`src/hdl/decode_consts.svh`:
```
// RV32 only; the immediate paths assume XLEN is 32 and the CSR stall covers addresses up to fcsr
`ifndef DECODE_CONSTS_SVH
`define DECODE_CONSTS_SVH

// Data path width
`define XLEN 32

// Register index width
`define REG_ADDR_W 5

// Micro-op code width
`define OP_W 4

// Highest floating-point CSR address
`define FCSR_ADDR 12'h003

// Immediate of ECALL and the returns
`define RET_IMM 4

`endif

```
`src/hdl/isa_pkg.sv`:
```
// Base RV32I encodings only; opcodes of the M, F, D and GPU extensions are not listed
`include "decode_consts.svh"

package isa_pkg;

    typedef logic [31:0]            instr_t;
    typedef logic [`XLEN-1:0]       xlen_t;
    typedef logic [`REG_ADDR_W-1:0] reg_addr_t;
    typedef logic [1:0]             wid_t;     // Four warps
    typedef logic [11:0]            csr_addr_t;

    // Major opcodes, instr[6:0]
    typedef enum logic [6:0] {
        OPC_LOAD   = 7'h03,
        OPC_FENCE  = 7'h0F,
        OPC_OP_IMM = 7'h13,
        OPC_AUIPC  = 7'h17,
        OPC_STORE  = 7'h23,
        OPC_OP     = 7'h33,
        OPC_LUI    = 7'h37,
        OPC_BRANCH = 7'h63,
        OPC_JALR   = 7'h67,
        OPC_JAL    = 7'h6F,
        OPC_SYSTEM = 7'h73
    } opcode_e;

endpackage

```
`src/hdl/uop_pkg.sv`:
```
// Micro-op encodings of the decode stage; ALU, branch and CSR codes share the 4-bit op field
`include "decode_consts.svh"

package uop_pkg;

    typedef enum logic [1:0] {
        EX_NONE,
        EX_ALU,
        EX_LSU,
        EX_SFU
    } ex_type_e;

    typedef enum logic [1:0] {
        ALU_ARITH,
        ALU_BRANCH
    } alu_xtype_e;

    typedef logic [`OP_W-1:0] op_code_t;

    typedef enum logic [`OP_W-1:0] {
        ALU_ADD   = 4'd0,
        ALU_SUB   = 4'd1,
        ALU_SLL   = 4'd2,
        ALU_SLT   = 4'd3,
        ALU_SLTU  = 4'd4,
        ALU_XOR   = 4'd5,
        ALU_SRL   = 4'd6,
        ALU_SRA   = 4'd7,
        ALU_OR    = 4'd8,
        ALU_AND   = 4'd9,
        ALU_LUI   = 4'd10,
        ALU_AUIPC = 4'd11
    } alu_op_e;

    // Branches, jumps and system returns
    typedef enum logic [`OP_W-1:0] {
        BR_BEQ    = 4'd0,
        BR_BNE    = 4'd1,
        BR_BLT    = 4'd2,
        BR_BGE    = 4'd3,
        BR_BLTU   = 4'd4,
        BR_BGEU   = 4'd5,
        BR_JAL    = 4'd6,
        BR_JALR   = 4'd7,
        BR_ECALL  = 4'd8,
        BR_EBREAK = 4'd9,
        BR_URET   = 4'd10,
        BR_SRET   = 4'd11,
        BR_MRET   = 4'd12,
        BR_NONE   = 4'd15
    } br_op_e;

    // Same as funct3[1:0]
    typedef enum logic [1:0] {
        CSR_RW = 2'd1,
        CSR_RS = 2'd2,
        CSR_RC = 2'd3
    } csr_op_e;

endpackage

```
`src/hdl/decode_ifs.sv`:
```
// Internal decode buses; all signals are combinational and carry no handshake
`timescale 1ns/100ps

// Function-field decode results
interface funct_if import uop_pkg::*; ();

    alu_op_e alu_op;
    br_op_e  br_op;
    br_op_e  sys_op;   // ECALL, EBREAK and returns
    csr_op_e csr_op;

    modport drv  (output alu_op, br_op, sys_op, csr_op);
    modport user (input  alu_op, br_op, sys_op, csr_op);

endinterface

// Sign-extended immediates of every format
interface imm_if import isa_pkg::*; ();

    xlen_t i_imm;
    xlen_t s_imm;
    xlen_t b_imm;
    xlen_t u_imm;
    xlen_t j_imm;

    modport drv  (output i_imm, s_imm, b_imm, u_imm, j_imm);
    modport user (input  i_imm, s_imm, b_imm, u_imm, j_imm);

endinterface

```
`src/hdl/decode_top.sv`:
```
// Decode stage top; one instruction per cycle in, one micro-op out a cycle later
`timescale 1ns/100ps

module decode_top import isa_pkg::*, uop_pkg::*; (
    input  logic       clk,
    input  logic       rst_n,
    input  logic       in_valid,
    output logic       in_ready,
    input  instr_t     in_instr,
    input  xlen_t      in_pc,
    input  wid_t       in_wid,
    output logic       out_valid,
    input  logic       out_ready,
    output xlen_t      out_pc,
    output wid_t       out_wid,
    output ex_type_e   out_ex_type,
    output op_code_t   out_op,
    output alu_xtype_e out_xtype,
    output logic       out_use_imm,
    output logic       out_use_pc,
    output xlen_t      out_imm,
    output logic       out_wb,
    output reg_addr_t  out_rd,
    output reg_addr_t  out_rs1,
    output reg_addr_t  out_rs2,
    output logic [1:0] out_used_rs,
    output logic       sched_valid,
    output logic       sched_unlock,
    output wid_t       sched_wid
);

    funct_if fn_bus ();
    imm_if   imm_bus ();

    funct_decode funct_decode_inst (
        .instr (in_instr),
        .fn    (fn_bus)
    );

    imm_gen imm_gen_inst (
        .instr (in_instr),
        .imm   (imm_bus)
    );

    uop_assemble uop_assemble_inst (
        .clk          (clk),
        .rst_n        (rst_n),
        .instr        (in_instr),
        .pc           (in_pc),
        .wid          (in_wid),
        .in_valid     (in_valid),
        .in_ready     (in_ready),
        .fn           (fn_bus),
        .imm          (imm_bus),
        .out_valid    (out_valid),
        .out_ready    (out_ready),
        .out_pc       (out_pc),
        .out_wid      (out_wid),
        .out_ex_type  (out_ex_type),
        .out_op       (out_op),
        .out_xtype    (out_xtype),
        .out_use_imm  (out_use_imm),
        .out_use_pc   (out_use_pc),
        .out_imm      (out_imm),
        .out_wb       (out_wb),
        .out_rd       (out_rd),
        .out_rs1      (out_rs1),
        .out_rs2      (out_rs2),
        .out_used_rs  (out_used_rs),
        .sched_valid  (sched_valid),
        .sched_unlock (sched_unlock),
        .sched_wid    (sched_wid)
    );

endmodule

```
`src/hdl/funct_decode.sv`:
```
// Opcode-blind decode; results are only meaningful for the opcode that the assembler selects
`timescale 1ns/100ps

module funct_decode import isa_pkg::*, uop_pkg::*; (
    input instr_t instr,
    funct_if.drv  fn
);

    logic [2:0] funct3;
    logic [6:0] funct7;
    csr_addr_t  sys_field;

    assign funct3    = instr[14:12];
    assign funct7    = instr[31:25];
    assign sys_field = instr[31:20];

    always_comb begin
        case (funct3)
            3'h0: fn.alu_op = (instr[5] && funct7[5]) ? ALU_SUB : ALU_ADD; // No SUBI
            3'h1: fn.alu_op = ALU_SLL;
            3'h2: fn.alu_op = ALU_SLT;
            3'h3: fn.alu_op = ALU_SLTU;
            3'h4: fn.alu_op = ALU_XOR;
            3'h5: fn.alu_op = funct7[5] ? ALU_SRA : ALU_SRL;
            3'h6: fn.alu_op = ALU_OR;
            default: fn.alu_op = ALU_AND;
        endcase
    end

    always_comb begin
        case (funct3)
            3'h0: fn.br_op = BR_BEQ;
            3'h1: fn.br_op = BR_BNE;
            3'h4: fn.br_op = BR_BLT;
            3'h5: fn.br_op = BR_BGE;
            3'h6: fn.br_op = BR_BLTU;
            3'h7: fn.br_op = BR_BGEU;
            default: fn.br_op = BR_NONE; // Reserved
        endcase
    end

    always_comb begin
        case (sys_field)
            12'h000: fn.sys_op = BR_ECALL;
            12'h001: fn.sys_op = BR_EBREAK;
            12'h002: fn.sys_op = BR_URET;
            12'h102: fn.sys_op = BR_SRET;
            12'h302: fn.sys_op = BR_MRET;
            default: fn.sys_op = BR_NONE;
        endcase
    end

    assign fn.csr_op = csr_op_e'(funct3[1:0]);

endmodule

```
`src/hdl/imm_gen.sv`:
```
// RV32 formats only; shift masking of the I immediate applies to OP-IMM, loads and JALR keep the full field
`timescale 1ns/100ps
`include "decode_consts.svh"

module imm_gen import isa_pkg::*; (
    input instr_t instr,
    imm_if.drv    imm
);

    logic is_shift_imm;
    xlen_t i_full;

    // SLLI, SRLI, SRAI
    assign is_shift_imm = (instr[6:0] == OPC_OP_IMM) && (instr[13:12] == 2'b01);

    assign i_full = {{(`XLEN-12){instr[31]}}, instr[31:20]};

    assign imm.i_imm = is_shift_imm ? {{(`XLEN-5){1'b0}}, instr[24:20]} : i_full;
    assign imm.s_imm = {{(`XLEN-12){instr[31]}}, instr[31:25], instr[11:7]};
    assign imm.b_imm = {{(`XLEN-13){instr[31]}}, instr[31], instr[7], instr[30:25],
                        instr[11:8], 1'b0};
    assign imm.u_imm = {instr[31:12], 12'b0};
    assign imm.j_imm = {{(`XLEN-21){instr[31]}}, instr[31], instr[19:12], instr[20],
                        instr[30:21], 1'b0};

endmodule

```
`src/hdl/uop_assemble.sv`:
```
// One-entry output stage with one cycle of latency; a CSR register form carries its address in imm
`timescale 1ns/100ps
`include "decode_consts.svh"

module uop_assemble import isa_pkg::*, uop_pkg::*; (
    input  logic       clk,
    input  logic       rst_n,
    input  instr_t     instr,
    input  xlen_t      pc,
    input  wid_t       wid,
    input  logic       in_valid,
    output logic       in_ready,
    funct_if.user      fn,
    imm_if.user        imm,
    output logic       out_valid,
    input  logic       out_ready,
    output xlen_t      out_pc,
    output wid_t       out_wid,
    output ex_type_e   out_ex_type,
    output op_code_t   out_op,
    output alu_xtype_e out_xtype,
    output logic       out_use_imm,
    output logic       out_use_pc,
    output xlen_t      out_imm,
    output logic       out_wb,
    output reg_addr_t  out_rd,
    output reg_addr_t  out_rs1,
    output reg_addr_t  out_rs2,
    output logic [1:0] out_used_rs,
    output logic       sched_valid,
    output logic       sched_unlock,
    output wid_t       sched_wid
);

    opcode_e    opcode;
    logic [2:0] funct3;
    reg_addr_t  rd, rs1, rs2;
    csr_addr_t  csr_addr;

    ex_type_e   ex_type;
    op_code_t   op_sel;
    alu_xtype_e xtype;
    logic       use_imm, use_pc;
    xlen_t      imm_sel;
    logic       use_rd, use_rs1, use_rs2;
    logic       stall;
    logic       fire_in;

    assign opcode   = opcode_e'(instr[6:0]);
    assign funct3   = instr[14:12];
    assign rd       = instr[11:7];
    assign rs1      = instr[19:15];
    assign rs2      = instr[24:20];
    assign csr_addr = instr[31:20];

    always_comb begin
        ex_type = EX_NONE;
        op_sel  = '0;
        xtype   = ALU_ARITH;
        use_imm = 1'b0;
        use_pc  = 1'b0;
        imm_sel = '0;
        use_rd  = 1'b0;
        use_rs1 = 1'b0;
        use_rs2 = 1'b0;
        stall   = 1'b0;
        case (opcode)
            OPC_OP_IMM, OPC_OP: begin
                ex_type = EX_ALU;
                op_sel  = op_code_t'(fn.alu_op);
                use_imm = (opcode == OPC_OP_IMM);
                imm_sel = (opcode == OPC_OP_IMM) ? imm.i_imm : '0;
                use_rd  = 1'b1;
                use_rs1 = 1'b1;
                use_rs2 = (opcode == OPC_OP);
            end
            OPC_LUI, OPC_AUIPC: begin
                ex_type = EX_ALU;
                op_sel  = (opcode == OPC_LUI) ? op_code_t'(ALU_LUI) : op_code_t'(ALU_AUIPC);
                use_imm = 1'b1;
                use_pc  = (opcode == OPC_AUIPC);
                imm_sel = imm.u_imm;
                use_rd  = 1'b1;
            end
            OPC_JAL: begin
                ex_type = EX_ALU;
                op_sel  = op_code_t'(BR_JAL);
                xtype   = ALU_BRANCH;
                use_imm = 1'b1;
                use_pc  = 1'b1;
                imm_sel = imm.j_imm;
                use_rd  = 1'b1;
                stall   = 1'b1;
            end
            OPC_JALR: begin
                ex_type = EX_ALU;
                op_sel  = op_code_t'(BR_JALR);
                xtype   = ALU_BRANCH;
                use_imm = 1'b1;
                imm_sel = imm.i_imm; // Target is rs1 + imm
                use_rd  = 1'b1;
                use_rs1 = 1'b1;
                stall   = 1'b1;
            end
            OPC_BRANCH: begin
                ex_type = EX_ALU;
                op_sel  = op_code_t'(fn.br_op);
                xtype   = ALU_BRANCH;
                use_imm = 1'b1;
                use_pc  = 1'b1;
                imm_sel = imm.b_imm;
                use_rs1 = 1'b1;
                use_rs2 = 1'b1;
                stall   = 1'b1;
            end
            OPC_FENCE: begin
                ex_type = EX_LSU; // Op code 0, no offset
            end
            OPC_LOAD: begin
                ex_type = EX_LSU;
                op_sel  = {1'b0, funct3};
                use_imm = 1'b1;
                imm_sel = imm.i_imm;
                use_rd  = 1'b1;
                use_rs1 = 1'b1;
            end
            OPC_STORE: begin
                ex_type = EX_LSU;
                op_sel  = {1'b1, funct3};
                use_imm = 1'b1;
                imm_sel = imm.s_imm;
                use_rs1 = 1'b1;
                use_rs2 = 1'b1;
            end
            OPC_SYSTEM: begin
                use_rd = 1'b1;
                if (funct3[1:0] != 2'b00) begin
                    ex_type = EX_SFU;
                    op_sel  = op_code_t'(fn.csr_op);
                    use_imm = funct3[2];
                    stall   = (csr_addr <= `FCSR_ADDR); // FPU CSRs only
                    if (funct3[2]) begin
                        imm_sel = {{(`XLEN-`REG_ADDR_W){1'b0}}, rs1}; // uimm in rs1 field
                    end else begin
                        imm_sel = {{(`XLEN-12){1'b0}}, csr_addr};
                        use_rs1 = 1'b1;
                    end
                end else begin
                    ex_type = EX_ALU;
                    op_sel  = op_code_t'(fn.sys_op);
                    xtype   = ALU_BRANCH;
                    use_imm = 1'b1;
                    use_pc  = 1'b1;
                    imm_sel = (fn.sys_op == BR_EBREAK) ? '0 : xlen_t'(`RET_IMM);
                    stall   = 1'b1;
                end
            end
            default: ;
        endcase
    end

    // Output register frees up in the cycle it drains
    assign in_ready = ~out_valid | out_ready;
    assign fire_in  = in_valid & in_ready;

    always_ff @(posedge clk or negedge rst_n) begin
        if (!rst_n) begin
            out_valid <= 1'b0;
        end else if (in_ready) begin
            out_valid <= in_valid;
        end
    end

    always_ff @(posedge clk) begin
        if (fire_in) begin
            out_pc      <= pc;
            out_wid     <= wid;
            out_ex_type <= ex_type;
            out_op      <= op_sel;
            out_xtype   <= xtype;
            out_use_imm <= use_imm;
            out_use_pc  <= use_pc;
            out_imm     <= imm_sel;
            out_wb      <= use_rd && (rd != '0); // x0 never written
            out_rd      <= rd;
            out_rs1     <= rs1;
            out_rs2     <= rs2;
            out_used_rs <= {use_rs2, use_rs1};
        end
    end

    // Scheduler notice in the accept cycle
    assign sched_valid  = fire_in;
    assign sched_wid    = wid;
    assign sched_unlock = ~stall;

endmodule

```
`config.mk`:
```
export PLATFORM = sky130hd
export DESIGN_NAME = decode_top
export DESIGN_NICKNAME = d
export VERILOG_FILES = /design/src/hdl/isa_pkg.sv /design/src/hdl/uop_pkg.sv /design/src/hdl/decode_ifs.sv /design/src/hdl/decode_top.sv /design/src/hdl/funct_decode.sv /design/src/hdl/imm_gen.sv /design/src/hdl/uop_assemble.sv
export VERILOG_INCLUDE_DIRS = /design/src /design/src/hdl
export SDC_FILE = /design/constraint.sdc
export NUM_CORES = 1
export LEC_CHECK = 0
export CAP_MARGIN = 20
export CELL_PAD_IN_SITES_DETAIL_PLACEMENT = 0
export CELL_PAD_IN_SITES_GLOBAL_PLACEMENT = 1
export CORE_MARGIN = 4
export CORE_UTILIZATION = 40
export CTS_CLUSTER_DIAMETER = 30
export DETAILED_ROUTE_END_ITERATION = 7
export DONT_BUFFER_PORTS = 1
export PLACE_DENSITY = 0.8
export RECOVER_POWER = 100
export REMOVE_ABC_BUFFERS = 1
export SLEW_MARGIN = 10
export SYNTH_ARGS = -nofsm -noshare
export SYNTH_HDL_FRONTEND = slang
export SYNTH_HIERARCHICAL = 1
export SYNTH_SLANG_ARGS = --single-unit
export TNS_END_PERCENT = 20
```
`constraint.sdc`:
```
create_clock -name clk -period 2.85 [get_ports clk]
set_input_delay 0.285 -clock clk [delete_from_list [all_inputs] [get_ports clk]]
set_output_delay 0.285 -clock clk [all_outputs]
set_load 0.02 [all_outputs]
```
==> qor.yml, run 1 <==
status: "complete, no violations"
drv_cap: 0
grt_max_degree: 95
fillers: 1439
synth_most_common_cell: "buf_4"
yosys.area.top_type: "edfxtp_1"
grt_pass1_wl_mm: 20.35
cts_htree_levels: 3
io_pins: 170
path_max_fanout: 94
path_clk_slew_ps: 70
layout_min_cycle_time_ps: 2178
synthArstFlopShare_pct: 1.064
die_w_um: 132.2
wire_per_inst_um: 24.01
muxShareOfSynthArea_pct: 4.910
synth_top_area_share_pct: 45.28
synth_warnings: 6
postSynthCellCount: 538
cts_buffers: 9
stdcell_count: 575
rows: 45
path_buf_inv: 1
place_hpwl_mm: 9.511
drt-initial-drc-count: 283
drtAntennaViolNets: 0
root_buffer: "clkbuf_16"
finalMaxSlewViolations: 0
gp_congestion: 0.8056
max_freq_ghz: 0.4591
skew_ps: 6.615
cts_tree: "yes"
worst_pin_slew_ps: 1242
final.setup.tns_ps: 0
worstPathCellList: "nand2b_1 -> and2_0 -> buf_12"
drive_gt1_share_pct: 9.044
syn_area_um2: 6167
hold_viol: 0
hold_class: "input port to flip-flop"
cts_buffer_depth: 2
firstDrtPassIters: 4
critPathMaxStageDelay_ps: 470
slew_headroom_pct: 17.19
initial_core_util_pct: 40.72
synthXorXnorAreaFrac_pct: 0
synth_top_family_by_area: "buffers and inverters"
synth-edff-count: 93
place_inst: 557
final_core_util_pct: 36.17
synth_top_cells_by_count: "buf_4, edfxtp_1, a221o_1"
grt_pass1_vias: 3157
crit_slowest_cell: "dfrtp_1"
routed_via_density: 5.890
setup_viol: 0
clkSinkCount: 94
nNetsFinal: 452
power.leakage_nw: 1.933
cts_resized: 0
synthAdderAreaFrac_pct: 0
routed_wl_mm: 13.80
arrival_ps: 1890
synth-simple-area-share_pct: 8.562
cp-start-kind: "flip-flop"
avgSynthCellArea_um2: 11.46
total_power_w: 0.003174
core-area_um2: 15150
antenna_found_initial: 0
yosysUniqueCellTypes: 58
ys_seq_area_share_pct: 45.69
grt.total_usage_pct: 15.20
crit_type: "flip-flop to primary output"
ys_top_cells_by_area: "edfxtp_1, buf_4, a221o_1"
grt.overflow.total: 0
ys.flop_type: "edfxtp_1"
fin_crit_sh_pct: 76.43
die_h_um: 132.2
path_delay_family: "simple AND/OR/NAND/NOR gates"
syn_to_final_growth_pct: -11.18
clkLatencyLatePin_ps: 350
power_density_nw_per_um2: 579.5
fp.dieArea_um2: 17470
synth_compound_area_share_pct: 17.73
num_vias: 3387
rsz0062_at_grt: "no"
cp-end-kind: "primary output"
synth_seq_cells: 94
cp.required_ps: 2570
peakVddDrop_mv: 0.2767
drc: 0
io_buffers: 0
num_antenna_cells: 0
==> sequential cells by signal, indices dropped and copies added, names as in the netlist <==
| name | flops |
|---|---|
| uop_assemble_inst/out_imm | 32 |
| uop_assemble_inst/out_pc | 32 |
| uop_assemble_inst/out_rd | 5 |
| uop_assemble_inst/out_rs1 | 5 |
| uop_assemble_inst/out_rs2 | 5 |
| uop_assemble_inst/out_op | 4 |
| uop_assemble_inst/out_ex_type | 2 |
| uop_assemble_inst/out_used_rs | 2 |
| uop_assemble_inst/out_wid | 2 |
| uop_assemble_inst/out_use_imm | 1 |
| uop_assemble_inst/out_use_pc | 1 |
| uop_assemble_inst/out_valid | 1 |
| uop_assemble_inst/out_wb | 1 |
| uop_assemble_inst/out_xtype | 1 |
==> power by group <==
part           switching (W)  leakage, nW  internal (W)  total, W
Combinational       0.000118        0.862     0.0000797  0.000198
Clock               0.000535        0.152      0.000718   0.00125
Sequential          0.000115        0.919       0.00161   0.00172
==> final cells by class <==
type	count	area, µm²	area share, %
timing repair buffer	10	80.08	1.462
multi-input combinational	256	1989	36.32
clock inverter	6	75.07	1.370
tap	188	235.2	4.294
inverter	11	41.29	0.7538
clock buffer	10	239.0	4.363
sequential	94	2818	51.44
==> path summary, 6_finish.rpt <==
path / depth (start not counted) / startpoint / endpoint / slack [ps]
worst min register to register: 2 / uop_assemble_inst/out_valid / uop_assemble_inst/out_valid / 910
max in group asynchronous: 1 / rst_n / uop_assemble_inst/out_valid / 2580
min in group asynchronous: 1 / rst_n / uop_assemble_inst/out_valid / 150
worst max register to register: 3 / uop_assemble_inst/out_valid / uop_assemble_inst/out_imm[30] / 940
worst min-delay path: 0 / in_instr[9] / uop_assemble_inst/out_rd[2] / 30
worst max-delay path: 3 / uop_assemble_inst/out_valid / sched_valid / 670
==> routing by layer <==
metal / wire length, µm / up-vias / GRT usage, %
met5: 0 / - / 0
met4: 226 / 0 / 5.543
met3: 1283 / 13 / 5.916
met2: 6735 / 187 / 25.34
met1: 5559 / 1626 / 17.85
li1: - / 1561 / -
==> through the flow <==
stage / area, µm² / setup slack [ps] / hold slack [ps]
2_1_floorplan: 4843 / -651.0 / -10.59
3_5_place_dp: 5170 / 786.5 / -10.56
5_1_grt: 5478 / 475.8 / 9.902
4_1_cts: 5494 / 779.6 / 13.31
6_report: 5478 / 671.8 / 25.71
3_3_place_gp: 5170 / 797.9 / -10.56
==> repair_timing <==
action	4_1_cts	5_1_grt
hold endpoints to repair	1	0
setup buffers	0	0
hold buffers	1	0
==> placed cells by master (no fill, tap or decap), types with 2 or more instances in the layout <==
master and n:
and3_1 8, nand3b_1 2, nor4_2 2, or2_1 3
o211ai_1 2, or4_1 2, inv_1 11, a211o_1 3
a31oi_1 6, mux2_2 2, clkbuf_1 3, nor4_1 2
nor2_1 9, mux2i_1 28, o2bb2ai_1 23, clkbuf_16 9
a21oi_1 5, and3b_1 4, and2_0 3, inv_6 2
nand4b_1 2, nor4bb_1 2, nor2b_1 6, and2_1 2
o21ai_0 17, o2111ai_1 2, a32o_1 9, nand3_1 4
a221o_1 33, nand2b_1 2, conb_1 16, nand2_1 16
edfxtp_1 93, a32oi_1 5, a211oi_1 3, a22o_1 12
buf_4 3, nor3_1 3
==> logic make-up (layout without fill, tap and decap cells) <==
group / Yosys count / count (layout)
mux: 30 / 30
other cells: 3 / 16
simple gates: 81 / 81
compound gates: 129 / 129
flops: 94 / 94
buf+inv: 201 / 37
Note: power is estimated with default switching activity, not from simulation.
==> inputs of run 2 (changes only) <==
--- a/config.mk
+++ b/config.mk
@@ -14,7 +14,7 @@
 export CTS_CLUSTER_DIAMETER = 30
 export DETAILED_ROUTE_END_ITERATION = 7
 export DONT_BUFFER_PORTS = 1
-export PLACE_DENSITY = 0.8
+export PLACE_DENSITY = 0.78
 export RECOVER_POWER = 100
 export REMOVE_ABC_BUFFERS = 1
 export SLEW_MARGIN = 10
==> constraint.sdc (replaced) <==
create_clock -name clk -period 2.2 [get_ports clk]
set_input_delay 0.22 -clock clk [delete_from_list [all_inputs] [get_ports clk]]
set_output_delay 0.22 -clock clk [all_outputs]
set_load 0.02 [all_outputs]
==> qor.yml, run 2 (same netlist as run 1, synthesis figures left out) <==
status: "complete, no violations"
slew_headroom_pct: 18.08
fin_crit_sh_pct: 92.19
cp.required_ps: 2390
antenna_found_initial: 0
postCtsSetupBuffers: 0
fp.dieArea_um2: 17470
root_buffer: "clkbuf_16"
final.setup.tns_ps: 0
endpoint: "uop_assemble_inst/out_imm[4]"
rsz0062_at_grt: "no"
finalMaxSlewViolations: 0
drive_gt1_share_pct: 8.864
cts_htree_levels: 3
setup_viol: 0
peakVddDrop_mv: 0.2891
initial_core_util_pct: 40.72
cp-end-kind: "flip-flop"
grt.overflow.total: 0
power.leakage_nw: 2.150
num_antenna_cells: 0
die_w_um: 132.2
path_clk_slew_ps: 70
layout_min_cycle_time_ps: 2028
top_regs: "uop_assemble_inst/out_imm (32), uop_assemble_inst/out_pc (32)"
cts_buffers: 9
grt_pass1_wl_mm: 22.03
stdcell_count: 628
fillers: 1396
hold_class: "input port to flip-flop"
rows: 45
gp_congestion: 0.8186
grt_pass1_vias: 3552
place_area_um2: 5207
r2r_start: "uop_assemble_inst/out_valid"
grt_max_degree: 66
io_buffers: 0
crit_type: "input port to flip-flop"
drv_cap: 0
r2r_slack_ps: 340
cp-start-kind: "input port"
drtAntennaViolNets: 0
arrival_ps: 2220
routed_wl_mm: 14.67
cts_buffer_depth: 2
drt-initial-drc-count: 447
r2r_cells: 3
drc: 0
core-area_um2: 15150
final_common_cell: "edfxtp_1"
nNetsFinal: 505
power_density_nw_per_um2: 697.9
layout_common_cells: "edfxtp_1, dlygate4sd3_1, a221o_1"
routed_via_density: 5.745
io_pins: 170
cts_tree: "yes"
ctsHoldBuffers: 50
clkSinkCount: 94
crit_path_start: "in_instr[4]"
place_hpwl_mm: 9.811
worst_pin_slew_ps: 1219
syn_to_final_growth_pct: -3.205
r2r_end: "uop_assemble_inst/out_imm[6]"
clkLatencyLatePin_ps: 350
preCtsSetupSlack_ps: 193.6
hold_viol: 0
cts_resized: 0
wire_per_inst_um: 23.37
num_vias: 3608
firstDrtPassIters: 5
fin_ws_ps: 171.9
skew_ps: 9.056
max_freq_ghz: 0.4931
path_max_fanout: 21
grt.total_usage_pct: 16.13
die_h_um: 132.2
fin_area_um2: 5969
place_inst: 562
## run 2: metal layers
| metal | global-route usage, % | part of all wire [%] | up-vias |
|---|---|---|---|
| met5 | 0 | 0 | - |
| met4 | 3.753 | 0.94 | 0 |
| met3 | 5.649 | 9.8 | 9 |
| met2 | 26.71 | 48 | 194 |
| met1 | 20.39 | 41 | 1737 |
| li1 | - | - | 1668 |
## run 2: worst min-delay path by stage
stage / from / to / slack, ps / cells after the start
after floorplan: rst_n / uop_assemble_inst/out_valid / -80 / 0
after global placement: rst_n / uop_assemble_inst/out_valid / -80 / 0
after detailed placement: rst_n / uop_assemble_inst/out_valid / -80 / 0
after CTS: in_valid / uop_assemble_inst/out_valid / 8 / 1
after global routing: in_valid / uop_assemble_inst/out_valid / 20 / 1
final: in_valid / uop_assemble_inst/out_valid / 8 / 1
## run 2: metrics by stage
| stage | utilization (%) | power (W) | hold slack [ps] |
|---|---|---|---|
| after floorplan | - | 0.002460 | -75.59 |
| after global placement | 34.38 | 0.002535 | -75.56 |
| after detailed placement | 34.38 | 0.002538 | -75.56 |
| after CTS | 39.69 | 0.004206 | 7.844 |
| after global routing | 39.41 | 0.004325 | 17.57 |
| final | 39.41 | 0.004166 | 7.517 |
## run 2: cell type report
cell class / count / area, µm² / share of cell area [%]
inverters: 11 / 41.29 / 0.6917
flip-flops and latches: 94 / 2818 / 47.20
multi-input cells: 256 / 1986 / 33.26
clock buffers: 10 / 229.0 / 3.836
repair buffers: 63 / 585.6 / 9.809
well taps: 188 / 235.2 / 3.940
clock inverters: 6 / 75.07 / 1.258
## run 2: worst max-delay path, stage by stage
cell	delay, ps
and3b_1	640
nand2_1	220
a211oi_1	380
clkbuf_2	470
a221o_1	270
## run 2: power by group
part / internal, W / total, W / switching [W]
Clock: 0.000902 / 0.00160 / 0.000696
Sequential: 0.00208 / 0.00224 / 0.000152
Combinational: 0.000164 / 0.000332 / 0.000168
==> inputs of run 3 (changes only) <==
--- a/config.mk
+++ b/config.mk
@@ -14,10 +14,11 @@
 export CTS_CLUSTER_DIAMETER = 30
 export DETAILED_ROUTE_END_ITERATION = 7
 export DONT_BUFFER_PORTS = 1
+export GPL_TIMING_DRIVEN = 0
 export PLACE_DENSITY = 0.78
 export RECOVER_POWER = 100
 export REMOVE_ABC_BUFFERS = 1
-export SLEW_MARGIN = 10
+export SLEW_MARGIN = 40
 export SYNTH_ARGS = -nofsm -noshare
 export SYNTH_HDL_FRONTEND = slang
 export SYNTH_HIERARCHICAL = 1
==> qor.yml, run 3 (same netlist as run 1, synthesis figures left out) <==
routed_via_density: 5.958
pwr-share-clk_pct: 39.4
crit_type: "input port to flip-flop"
power_density_nw_per_um2: 705.7
max_freq_ghz: 0.4765
critPathMaxStageDelay_ps: 620
drtAntennaViolNets: 0
arrival_ps: 2300
io_buffers: 0
worstPathCellList: "and3b_1 -> nand2_1 -> a211oi_4 -> buf_6 -> buf_4 -> a221o_1"
path_buf_inv: 2
nNetsFinal: 502
hold_viol: 0
cp.required_ps: 2400
peakVddDrop_mv: 0.3569
postCtsSetupBuffers: 0
p_sw_w: 0.001008
crit_slowest_cell: "a211oi_4"
num_vias: 3724
gp_congestion: 0.7843
cts_tree: "yes"
status: "complete, no violations"
power.leakage_nw: 2.175
path_clk_slew_ps: 70
path_max_fanout: 19
num_antenna_cells: 0
finalMaxSlewViolations: 0
pwr-share-comb_pct: 8.2
core-area_um2: 15150
setup_viol: 0
io_pins: 170
cp-start-kind: "input port"
root_buffer: "clkbuf_16"
worst_pin_slew_ps: 1181
routed_wl_mm: 15.19
initial_core_util_pct: 40.72
syn_to_final_growth_pct: -1.927
slew_headroom_pct: 20.68
grt_pass1_wl_mm: 22.07
place_inst: 557
grt_max_degree: 59
rsz0062_at_grt: "no"
drv_cap: 0
drc: 0
p_sw_share_pct: 23.61
antenna_found_initial: 0
die_w_um: 132.2
cts_resized: 0
cts_htree_levels: 3
layout_common_cells: "edfxtp_1, dlygate4sd3_1, a221o_1"
layout_min_cycle_time_ps: 2098
cts_buffer_depth: 2
cts_buffers: 9
hold_class: "input port to flip-flop"
cp-end-kind: "flip-flop"
fp.dieArea_um2: 17470
final.setup.tns_ps: 0
p_int_w: 0.003260
final_common_cell: "edfxtp_1"
wire_per_inst_um: 24.30
stdcell_count: 625
drive_gt1_share_pct: 8.696
clkLatencyLatePin_ps: 340
drt-initial-drc-count: 329
die_h_um: 132.2
place_hpwl_mm: 9.818
clkSinkCount: 94
firstDrtPassIters: 5
grt.total_usage_pct: 16.22
top_regs: "uop_assemble_inst/out_imm (32), uop_assemble_inst/out_pc (32)"
skew_ps: 4.151
path_delay_family: "simple AND/OR/NAND/NOR gates"
fin_crit_sh_pct: 95.39
grt.overflow.total: 0
fillers: 1377
rows: 45
p_seq_share_pct: 52.4
grt_pass1_vias: 3511
[run 3: cell count changes in the layout (fill, tap and decap cells not counted), sizes merged]
cell / change
inv: -2
dlygate4sd3: +1
bufinv: +1
and2: +1
clkbuf: -5
clkinvlp: +1
[run 3: layer usage]
layer / GRT usage (%) / wire length (µm)
met1: 19.98 / 6342
met2: 27.28 / 7307
met3: 6.298 / 1393
met4: 3.233 / 144
met5: 0 / 0
[run 3: power groups by stage]
| stage | clock [W] | sequential [W] | combinational (W) |
|---|---|---|---|
| 2_1_floorplan | 0 | 0.00226 | 0.000196 |
| 3_3_place_gp | 0 | 0.00229 | 0.000235 |
| 3_5_place_dp | 0 | 0.00228 | 0.000267 |
| 4_1_cts | 0.00171 | 0.00224 | 0.000343 |
| 5_1_grt | 0.00180 | 0.00224 | 0.000379 |
| 6_report | 0.00168 | 0.00223 | 0.000350 |
[run 3: cell type report]
class | instances | area (µm²) | share of cell area, %
Timing Repair Buffer | 59 | 614.3 | 10.16
Multi-Input combinational cell | 257 | 2018 | 33.37
Inverter | 11 | 41.29 | 0.6827
Clock buffer | 10 | 229.0 | 3.786
Sequential cell | 94 | 2818 | 46.59
Clock inverter | 6 | 92.59 | 1.531
Tap cell | 188 | 235.2 | 3.889
[run 3: timing repair]
action	CTS	global route
endpoints found under the hold margin	50	1
hold buffers	50	1
endpoints found under the setup margin	0	6
[run 3: metrics by stage]
| stage | util [%] | hold WS (ps) | area, µm² | power [W] | setup slack [ps] |
|---|---|---|---|---|---|
| 4_1_cts | 39.98 | 2.052 | 6055 | 0.004294 | 111.2 |
| 6_report | 39.93 | 74.40 | 6048 | 0.004268 | 101.5 |
| 3_3_place_gp | 33.53 | -75.56 | 5079 | 0.002524 | -2138 |
| 2_1_floorplan | - | -75.59 | 4843 | 0.002460 | -1301 |
| 5_1_grt | 39.93 | 53.17 | 6048 | 0.004416 | 47.44 |
| 3_5_place_dp | 34.55 | -75.57 | 5233 | 0.002543 | -181.1 |
[run 3: final timing paths]
kind,startpoint,endpoint,slack [ps],depth (start not counted)
setup / recovery,in_instr[4],uop_assemble_inst/out_imm[31],100,6
hold / removal,in_instr[3],uop_assemble_inst/out_used_rs[0],70,1
setup reg to reg,uop_assemble_inst/out_valid,uop_assemble_inst/out_rs2[3],140,4
hold reg to reg,uop_assemble_inst/out_valid,uop_assemble_inst/out_valid,930,2
max in group asynchronous,rst_n,uop_assemble_inst/out_valid,2010,1
min in group asynchronous,rst_n,uop_assemble_inst/out_valid,90,1
